===== src/common/lsq_macros.svh =====
`ifndef LSQ_MACROS_SVH
`define LSQ_MACROS_SVH

// number of load queue entries, must be a power of two
`define LQ_SIZE 8

// byte address width
`define ADDR_WIDTH 32

// data width, also the size of one memory block
`define DATA_WIDTH 64

// destination register index width
`define REG_BITS 5

`endif


===== src/common/lsq_pkg.sv =====
`include "lsq_macros.svh"

package lsq_pkg;

    // access size of a load
    typedef enum logic [1:0] {
        LD_BYTE   = 2'd0,
        LD_HALF   = 2'd1,
        LD_WORD   = 2'd2,
        LD_DOUBLE = 2'd3
    } mem_op_t;

    // miss requester handshake state
    typedef enum logic [1:0] {
        IDLE         = 2'd0,
        WAIT_ACK     = 2'd1,
        WAIT_RELEASE = 2'd2
    } fill_state_t;

    // one row of the load queue
    typedef struct packed {
        logic                   valid;
        logic                   requested;
        logic                   data_valid;
        mem_op_t                op;
        logic [`REG_BITS-1:0]   dest_reg;
        logic [`ADDR_WIDTH-1:0] addr;
        logic [`DATA_WIDTH-1:0] data;
    } lq_entry_t;

endpackage


===== src/hw/load_issue.sv =====
`timescale 1ns/1ps
`include "lsq_macros.svh"

module load_issue import lsq_pkg::*; (
    input  logic                   clock,
    input  logic                   reset,

    input  logic                   in_valid,
    input  logic [`ADDR_WIDTH-1:0] in_base,
    input  logic [`ADDR_WIDTH-1:0] in_offset,
    input  mem_op_t                in_op,
    input  logic [`REG_BITS-1:0]   in_dest,
    output logic                   in_ready,

    input  logic                   full,
    output logic                   enq_valid,
    output logic [`ADDR_WIDTH-1:0] enq_addr,
    output mem_op_t                enq_op,
    output logic [`REG_BITS-1:0]   enq_dest
);

    logic stage_valid;

    // the held load moves into the queue whenever there is room
    assign enq_valid = stage_valid && !full;
    assign in_ready  = !stage_valid || !full;

    always_ff @(posedge clock) begin
        if (reset) begin
            stage_valid <= 1'b0;
        end else if (in_valid && in_ready) begin
            stage_valid <= 1'b1;
        end else if (enq_valid) begin
            stage_valid <= 1'b0;
        end
    end

    // address generation
    always_ff @(posedge clock) begin
        if (in_valid && in_ready) begin
            enq_addr <= in_base + in_offset;
            enq_op   <= in_op;
            enq_dest <= in_dest;
        end
    end

    // queue must never be written while full
    assert property (@(posedge clock) disable iff (reset)
        !(enq_valid && full));

endmodule


===== src/hw/load_queue/load_queue.sv =====
`timescale 1ns/1ps
`include "lsq_macros.svh"

module load_queue import lsq_pkg::*; (
    input  logic                   clock,
    input  logic                   reset,

    input  logic                   enq_valid,
    input  logic [`ADDR_WIDTH-1:0] enq_addr,
    input  mem_op_t                enq_op,
    input  logic [`REG_BITS-1:0]   enq_dest,
    output logic                   full,

    output logic                   miss_valid,
    output logic [`ADDR_WIDTH-1:0] miss_addr,
    input  logic                   miss_ack,

    input  logic                   fill_valid,
    input  logic [`ADDR_WIDTH-1:0] fill_addr,
    input  logic [`DATA_WIDTH-1:0] fill_data,

    output logic                   head_valid,
    output logic [`ADDR_WIDTH-1:0] head_addr,
    output mem_op_t                head_op,
    output logic [`DATA_WIDTH-1:0] head_data,
    output logic [`REG_BITS-1:0]   head_dest,
    input  logic                   pop
);

    localparam int IDX_BITS = $clog2(`LQ_SIZE);
    // byte offset bits inside one block
    localparam int OFS_BITS = $clog2(`DATA_WIDTH / 8);

    lq_entry_t [`LQ_SIZE-1:0] rows;
    logic [IDX_BITS-1:0]      head;
    logic [IDX_BITS-1:0]      tail;
    logic [IDX_BITS-1:0]      miss_idx;
    logic [`LQ_SIZE-1:0]      fill_hit;
    logic [`LQ_SIZE-1:0]      req_bits;
    logic                     enq_hit;

    assign full = (tail + 1'b1) == head;

    // parallel block match of the returning fill
    always_comb begin
        for (int i = 0; i < `LQ_SIZE; i++) begin
            fill_hit[i] = fill_valid && rows[i].valid &&
                (rows[i].addr[`ADDR_WIDTH-1:OFS_BITS] == fill_addr[`ADDR_WIDTH-1:OFS_BITS]);
            req_bits[i] = rows[i].requested;
        end
    end

    // a load arriving together with its block takes the data directly
    assign enq_hit = fill_valid &&
        (enq_addr[`ADDR_WIDTH-1:OFS_BITS] == fill_addr[`ADDR_WIDTH-1:OFS_BITS]);

    // oldest unrequested miss, scanning from the head
    always_comb begin
        logic [IDX_BITS-1:0] idx;
        miss_valid = 1'b0;
        miss_idx   = head;
        for (int i = 0; i < `LQ_SIZE; i++) begin
            idx = head + IDX_BITS'(i);
            if (!miss_valid && rows[idx].valid && !rows[idx].requested &&
                    !rows[idx].data_valid) begin
                miss_valid = 1'b1;
                miss_idx   = idx;
            end
        end
    end

    assign miss_addr = {rows[miss_idx].addr[`ADDR_WIDTH-1:OFS_BITS], {OFS_BITS{1'b0}}};

    assign head_valid = rows[head].valid && rows[head].data_valid;
    assign head_addr  = rows[head].addr;
    assign head_op    = rows[head].op;
    assign head_data  = rows[head].data;
    assign head_dest  = rows[head].dest_reg;

    always_ff @(posedge clock) begin
        if (reset) begin
            for (int i = 0; i < `LQ_SIZE; i++) begin
                rows[i].valid      <= 1'b0;
                rows[i].requested  <= 1'b0;
                rows[i].data_valid <= 1'b0;
            end
            head <= '0;
            tail <= '0;
        end else begin
            for (int i = 0; i < `LQ_SIZE; i++) begin
                if (fill_hit[i]) begin
                    rows[i].data       <= fill_data;
                    rows[i].data_valid <= 1'b1;
                end
            end
            if (miss_ack) begin
                rows[miss_idx].requested <= 1'b1;
            end
            if (pop) begin
                rows[head].valid <= 1'b0;
                head             <= head + 1'b1;
            end
            // tail slot is always empty, so no clash with the updates above
            if (enq_valid) begin
                rows[tail].valid      <= 1'b1;
                rows[tail].requested  <= 1'b0;
                rows[tail].data_valid <= enq_hit;
                rows[tail].op         <= enq_op;
                rows[tail].dest_reg   <= enq_dest;
                rows[tail].addr       <= enq_addr;
                rows[tail].data       <= fill_data;
                tail                  <= tail + 1'b1;
            end
        end
    end

    // writeback only takes a head that already has its data
    assert property (@(posedge clock) disable iff (reset)
        pop |-> head_valid);

    // every fill answers a request made for a queued load
    assert property (@(posedge clock) disable iff (reset)
        fill_valid |-> |(fill_hit & req_bits));

endmodule


===== src/hw/miss_requester.sv =====
`timescale 1ns/1ps
`include "lsq_macros.svh"

module miss_requester import lsq_pkg::*; (
    input  logic                   clock,
    input  logic                   reset,

    input  logic                   miss_valid,
    input  logic [`ADDR_WIDTH-1:0] miss_addr,
    output logic                   miss_ack,

    output logic                   fill_valid,
    output logic [`ADDR_WIDTH-1:0] fill_addr,
    output logic [`DATA_WIDTH-1:0] fill_data,

    output logic                   mem_req,
    output logic [`ADDR_WIDTH-1:0] mem_addr,
    input  logic                   mem_ack,
    input  logic [`DATA_WIDTH-1:0] mem_rdata
);

    fill_state_t state;

    // the latched block address tags the returning data
    assign fill_addr = mem_addr;

    always_ff @(posedge clock) begin
        if (reset) begin
            state      <= IDLE;
            mem_req    <= 1'b0;
            miss_ack   <= 1'b0;
            fill_valid <= 1'b0;
        end else begin
            miss_ack   <= 1'b0;
            fill_valid <= 1'b0;
            case (state)
                IDLE: begin
                    if (miss_valid) begin
                        mem_req  <= 1'b1;
                        miss_ack <= 1'b1;
                        state    <= WAIT_ACK;
                    end
                end
                WAIT_ACK: begin
                    if (mem_ack) begin
                        mem_req    <= 1'b0;
                        fill_valid <= 1'b1;
                        state      <= WAIT_RELEASE;
                    end
                end
                WAIT_RELEASE: begin
                    // four-phase: wait for memory to drop ack
                    if (!mem_ack) begin
                        state <= IDLE;
                    end
                end
                default: begin
                    state <= IDLE;
                end
            endcase
        end
    end

    // address and data registers
    always_ff @(posedge clock) begin
        if (state == IDLE && miss_valid) begin
            mem_addr <= miss_addr;
        end
        if (state == WAIT_ACK && mem_ack) begin
            fill_data <= mem_rdata;
        end
    end

    // request held with a steady address until memory answers
    assert property (@(posedge clock) disable iff (reset)
        (state == WAIT_ACK && !mem_ack) |=> (mem_req && $stable(mem_addr)));

endmodule


===== src/hw/load_writeback.sv =====
`timescale 1ns/1ps
`include "lsq_macros.svh"

module load_writeback import lsq_pkg::*; (
    input  logic                   clock,
    input  logic                   reset,

    input  logic                   head_valid,
    input  logic [`ADDR_WIDTH-1:0] head_addr,
    input  mem_op_t                head_op,
    input  logic [`DATA_WIDTH-1:0] head_data,
    input  logic [`REG_BITS-1:0]   head_dest,
    output logic                   pop,

    output logic                   result_valid,
    output logic [`DATA_WIDTH-1:0] result_data,
    output logic [`REG_BITS-1:0]   result_dest,
    input  logic                   result_ready
);

    localparam int OFS_BITS = $clog2(`DATA_WIDTH / 8);

    logic [`DATA_WIDTH-1:0] shifted;
    logic [`DATA_WIDTH-1:0] extracted;

    // take the head when the output register is free or draining
    assign pop = head_valid && (!result_valid || result_ready);

    // byte offset times eight gives the bit shift
    assign shifted = head_data >> {head_addr[OFS_BITS-1:0], 3'b000};

    // zero extend to the access size
    always_comb begin
        case (head_op)
            LD_BYTE:   extracted = {{(`DATA_WIDTH - 8){1'b0}}, shifted[7:0]};
            LD_HALF:   extracted = {{(`DATA_WIDTH - 16){1'b0}}, shifted[15:0]};
            LD_WORD:   extracted = {{(`DATA_WIDTH - 32){1'b0}}, shifted[31:0]};
            LD_DOUBLE: extracted = shifted;
            default:   extracted = shifted;
        endcase
    end

    always_ff @(posedge clock) begin
        if (reset) begin
            result_valid <= 1'b0;
        end else if (pop) begin
            result_valid <= 1'b1;
        end else if (result_ready) begin
            result_valid <= 1'b0;
        end
    end

    // result payload
    always_ff @(posedge clock) begin
        if (pop) begin
            result_data <= extracted;
            result_dest <= head_dest;
        end
    end

endmodule


===== src/hw/load_pipe_top.sv =====
`timescale 1ns/1ps
`include "lsq_macros.svh"

module load_pipe_top import lsq_pkg::*; (
    input  logic                   clock,
    input  logic                   reset,

    input  logic                   in_valid,
    input  logic [`ADDR_WIDTH-1:0] in_base,
    input  logic [`ADDR_WIDTH-1:0] in_offset,
    input  mem_op_t                in_op,
    input  logic [`REG_BITS-1:0]   in_dest,
    output logic                   in_ready,

    output logic                   mem_req,
    output logic [`ADDR_WIDTH-1:0] mem_addr,
    input  logic                   mem_ack,
    input  logic [`DATA_WIDTH-1:0] mem_rdata,

    output logic                   result_valid,
    output logic [`DATA_WIDTH-1:0] result_data,
    output logic [`REG_BITS-1:0]   result_dest,
    input  logic                   result_ready
);

    // issue to queue
    logic                   enq_valid;
    logic [`ADDR_WIDTH-1:0] enq_addr;
    mem_op_t                enq_op;
    logic [`REG_BITS-1:0]   enq_dest;
    logic                   full;

    // queue to requester and back
    logic                   miss_valid;
    logic [`ADDR_WIDTH-1:0] miss_addr;
    logic                   miss_ack;
    logic                   fill_valid;
    logic [`ADDR_WIDTH-1:0] fill_addr;
    logic [`DATA_WIDTH-1:0] fill_data;

    // queue head to writeback
    logic                   head_valid;
    logic [`ADDR_WIDTH-1:0] head_addr;
    mem_op_t                head_op;
    logic [`DATA_WIDTH-1:0] head_data;
    logic [`REG_BITS-1:0]   head_dest;
    logic                   pop;

    load_issue u_issue (
        .clock     (clock),
        .reset     (reset),
        .in_valid  (in_valid),
        .in_base   (in_base),
        .in_offset (in_offset),
        .in_op     (in_op),
        .in_dest   (in_dest),
        .in_ready  (in_ready),
        .full      (full),
        .enq_valid (enq_valid),
        .enq_addr  (enq_addr),
        .enq_op    (enq_op),
        .enq_dest  (enq_dest)
    );

    load_queue u_queue (
        .clock      (clock),
        .reset      (reset),
        .enq_valid  (enq_valid),
        .enq_addr   (enq_addr),
        .enq_op     (enq_op),
        .enq_dest   (enq_dest),
        .full       (full),
        .miss_valid (miss_valid),
        .miss_addr  (miss_addr),
        .miss_ack   (miss_ack),
        .fill_valid (fill_valid),
        .fill_addr  (fill_addr),
        .fill_data  (fill_data),
        .head_valid (head_valid),
        .head_addr  (head_addr),
        .head_op    (head_op),
        .head_data  (head_data),
        .head_dest  (head_dest),
        .pop        (pop)
    );

    miss_requester u_requester (
        .clock      (clock),
        .reset      (reset),
        .miss_valid (miss_valid),
        .miss_addr  (miss_addr),
        .miss_ack   (miss_ack),
        .fill_valid (fill_valid),
        .fill_addr  (fill_addr),
        .fill_data  (fill_data),
        .mem_req    (mem_req),
        .mem_addr   (mem_addr),
        .mem_ack    (mem_ack),
        .mem_rdata  (mem_rdata)
    );

    load_writeback u_writeback (
        .clock        (clock),
        .reset        (reset),
        .head_valid   (head_valid),
        .head_addr    (head_addr),
        .head_op      (head_op),
        .head_data    (head_data),
        .head_dest    (head_dest),
        .pop          (pop),
        .result_valid (result_valid),
        .result_data  (result_data),
        .result_dest  (result_dest),
        .result_ready (result_ready)
    );

endmodule


===== config.mk =====
export PLATFORM = sky130hd
export DESIGN_NAME = load_pipe_top
export DESIGN_NICKNAME = d
export VERILOG_FILES = /design/src/common/lsq_pkg.sv /design/src/hw/load_issue.sv /design/src/hw/load_queue/load_queue.sv /design/src/hw/miss_requester.sv /design/src/hw/load_writeback.sv /design/src/hw/load_pipe_top.sv
export VERILOG_INCLUDE_DIRS = /design/src /design/src/common
export SDC_FILE = /design/constraint.sdc
export NUM_CORES = 2
export LEC_CHECK = 0
export BUFFER_PORTS_ARGS = -buffer_cell sky130_fd_sc_hd__buf_4
export CAP_MARGIN = 40
export CORE_UTILIZATION = 54
export CTS_CLUSTER_DIAMETER = 200
export DETAILED_ROUTE_END_ITERATION = 10
export PLACE_DENSITY = 0.76
export SLEW_MARGIN = 20
export SYNTH_ARGS = -nofsm -noshare
export SYNTH_HDL_FRONTEND = slang
export SYNTH_SLANG_ARGS = --single-unit
export TNS_END_PERCENT = 1

===== constraint.sdc =====
create_clock -name clock -period 26.1 [get_ports clock]
set_input_delay 5.22 -clock clock [delete_from_list [all_inputs] [get_ports clock]]
set_output_delay 5.22 -clock clock [all_outputs]
set_load 0.005 [all_outputs]

==> results_dict.tcl <==
set metrics [dict create \
    power_per_cell_area_nw_per_um2 66.9 \
    min-delay-start "u_queue.req_bits[7]" \
    power_frac_comb 0.090 \
    postRouteAntennaNets 0 \
    grtUsageTotal 0.291 \
    power.total_mw 4.09 \
    fin_nets 3998 \
    chipHeight_um 317 \
    number_of_h_tree_levels 3 \
    netlist_area_um2 53700 \
    grt_overflow_total 0 \
    dominantRegCellSynth "edfxtp_1" \
    setup_repair_after_global_routing_missed_its_margin "no" \
    holdCritPathClass "flop to flop" \
    layout.filler_cells 7256 \
    critPathLaunchType "input pin" \
    fin_worst_skew_ns 0.0438 \
    first_global_vias 32600 \
    worst-slew-pin-transition_ns 1.00 \
    hpwl_after_dpl_mm 94.8 \
    drt_wl_total_mm 148 \
    netlist-cell-type-count 68 \
    root_buffer "clkbuf_16" \
    drcViolationCount 0 \
    tritoncts_sinks 1062 \
    timing.final.setup_violations 0 \
    outcome "finished, final reports clean" \
    worstSetupEndpointType "flop" \
    die-area_um2 101000 \
    total_leakage_power_nw 21.3 \
    finalNonFillerCells 5202 \
    post_synthesis_sequential_area_ratio 0.587 \
    place.gp.congestion 0.930 \
    period_needed_ns 7.75 \
    portBuffers 240 \
    clockPowerShare 0.410 \
    synthDominantAreaCellType "edfxtp_1" \
    p_int_mw 3.13 \
    timing.rr.start "u_queue.head[1]" \
    power.switching_fraction 0.236 \
    area_growth_pct 13.7 \
    min_period_over_period 0.297 \
    ff2ff_setup_slack_ns 20.01 \
    critPathLaunch "in_base[8]" \
    first_pass_grt_wire_length_mm 219 \
    synthMostInstantiatedCell "edfxtp_1" \
    dp_slack_ns 17.43 \
    netlist_instances 3610 \
    required_time_of_the_critical_path_ns 26.54 \
    drt-vias-per-instance 6.42 \
    yosys-top-cells-count "1025 x edfxtp_1, 546 x mux2_2, 317 x and2_1" \
    worstPathMaxFanout 5 \
    postCtsResizedCells 0 \
    post_drt_wl_per_cell_um 28.4 \
    synth_enable_flop_cells 1025 \
    timing.max_slew.rel_slack 0.327 \
    worst_setup_hold_path_clk_slew_ns 0.06 \
    grt_max_degree 105 \
    postCtsSetupRepairBufs 0 \
    crit_arrival_ns 8.20 \
    whs_endpoint "u_queue.req_bits[7]" \
    grt_antenna_before_repair 3 \
    drtIter0Drc 4439 \
    synth.avg_cell_area_um2 14.9 \
    cts_tree "yes" \
    asyncSetResetFlopFracSynth 0 \
    worst_skew_pair.late_latency_ns 0.72 \
    core-area_um2 98400 \
    p_sw_mw 0.965 \
    report.final.hold_viol_count 0 \
    placed_cells 4985 \
    cap_violations 0 \
    io_pins 244 \
    numCtsBuffers 111 \
    routed-via-count 33400 \
    core.rowCount 115 \
    ir_drop_uv 61.4 \
    stdcell_area_um2 61100 \
    hold_path_cell_cnt 1 \
    critPathKind "input pin to flop" \
    report.final.slew_viol_count 0 \
    totalNegativeSetupSlack_ns 0 \
    fmax_mhz 129 \
    worstReg2RegEnd "u_requester.fill_addr[18]" \
    synth_top_cell_area_share 0.573 \
    die_width_um 317 \
    final.setup.worst_slack_ns 18.35 \
    synth-warning-count 0 \
    layout_cell_share_with_drive_strength_beyond_1 0.323 \
    reg2reg_depth 12 \
    sequentialPowerShare 0.500 \
    synth_top_cells_by_area "edfxtp_1 57%, mux2_2 11%, mux4_2 8.0%" \
    1st_pass_router_iterations 5 \
    ys_ff_latch 1062 \
    initial_utilization 0.546 \
    placedInstanceArea_um2 57200 \
    cts.hold.buffers_added 0 \
    clk_path_buf_depth 3 \
]
## how the worst max path moves through the flow
| stage | end | slack [ns] | cells past startpoint |
|---|---|---|---|
| final | u_issue.enq_addr[31] | 18.35 | 12 |
| after global placement | u_issue.enq_addr[31] | 17.43 | 11 |
| after global routing | u_issue.enq_addr[31] | 18.07 | 12 |
| after floorplan | u_queue.req_bits[3] | 9.21 | 3 |
| after detailed placement | u_issue.enq_addr[31] | 17.43 | 11 |
| after CTS | u_issue.enq_addr[31] | 18.17 | 11 |
## state kept, by name, summed over array words and instances (netlist names)
signal / cells
u_requester.fill_addr: 29
u_writeback.result_data: 64
u_requester.state: 2
u_requester.miss_ack: 1
u_writeback.result_dest: 5
u_issue.enq_op: 2
u_queue.req_bits: 8
u_issue.enq_dest: 5
u_requester.mem_req: 1
u_writeback.result_valid: 1
u_issue.stage_valid: 1
u_requester.fill_data: 64
u_queue.tail: 3
u_requester.fill_valid: 1
u_queue.head: 3
u_queue.rows: 840
u_issue.enq_addr: 32
## metal layers
metal / up-vias / track usage / wire length, um
met4: 0 / 0.114 / 5710
met2: 1859 / 0.442 / 67800
li1: 14200 / - / -
met3: 315 / 0.0569 / 14800
met1: 17000 / 0.416 / 59300
met5: - / 0 / 0
## placed cells by master, fill, tap and decap left out, types with 22 or more instances in the layout
| cell type | Yosys | routed |
|---|---|---|
| and2_1 | 317 | 315 |
| a21oi_1 | 102 | 101 |
| xor2_1 | 105 | 105 |
| clkbuf_1 | 167 | 30 |
| mux2i_1 | 62 | 60 |
| nor2_1 | 164 | 157 |
| dfxtp_1 | 37 | 34 |
| nand2_1 | 193 | 193 |
| mux4_1 | 30 | 30 |
| clkinv_1 | 1 | 22 |
| xnor2_1 | 188 | 188 |
| buf_4 | 9 | 294 |
| nor4_1 | 41 | 39 |
| clkbuf_16 | 0 | 112 |
| o21ai_0 | 52 | 51 |
| mux4_2 | 192 | 192 |
| inv_1 | 30 | 28 |
| edfxtp_1 | 1025 | 1025 |
| ha_1 | 38 | 38 |
| nand4_1 | 50 | 50 |
| mux2_2 | 546 | 546 |
## metrics by stage
step                 util  hold slack (ns)
detailed placement  0.581            0.484
CTS                 0.620            0.497
finish              0.621            0.501
floorplan               -            0.455
global placement    0.577            0.474
global route        0.621            0.514
## logic make-up (layout without fill, tap and decap cells)
family          count (synthesis)  count (layout)  share of synthesized area
flops                        1062            1062                      0.587
compound gates                262             262                     0.0302
xor+xnor                      295             295                     0.0486
other cells                     1               4                  0.0000698
buf+inv                       258             560                     0.0202
fa+ha+maj                      39              39                    0.00922
simple gates                  862             862                     0.0837
mux                           831             831                      0.221
## critical path: stages
cell and delay, ns:
buf_4 0.11, ha_1 0.36, a22o_1 0.24, o41ai_1 0.45, a21oi_1 0.29, o21ai_0 0.32
a31oi_1 0.17, and4_1 0.23, a2111oi_0 0.38, clkbuf_1 0.20, a21oi_1 0.10, xnor2_1 0.12
## cell type report
cell class	instances	area, um^2	share of cell area
Antenna cell	1	2.50	0.0000409
Clock buffer	144	2950	0.0483
Clock inverter	64	871	0.0142
Inverter	32	130	0.00213
Multi-Input combinational cell	2292	21300	0.349
Sequential cell	1062	31500	0.516
Tap cell	1287	1610	0.0263
Timing Repair Buffer	320	2700	0.0442
## power by group through the flow
stage | registers [mW] | logic (mW) | clock network (mW)
after floorplan | 2.05 | 0.250 | 0
after global placement | 2.08 | 0.347 | 0
after detailed placement | 2.08 | 0.358 | 0
after CTS | 2.04 | 0.361 | 1.70
after global routing | 2.06 | 0.388 | 1.76
final | 2.05 | 0.367 | 1.68
(Power assumes the default switching activity.)
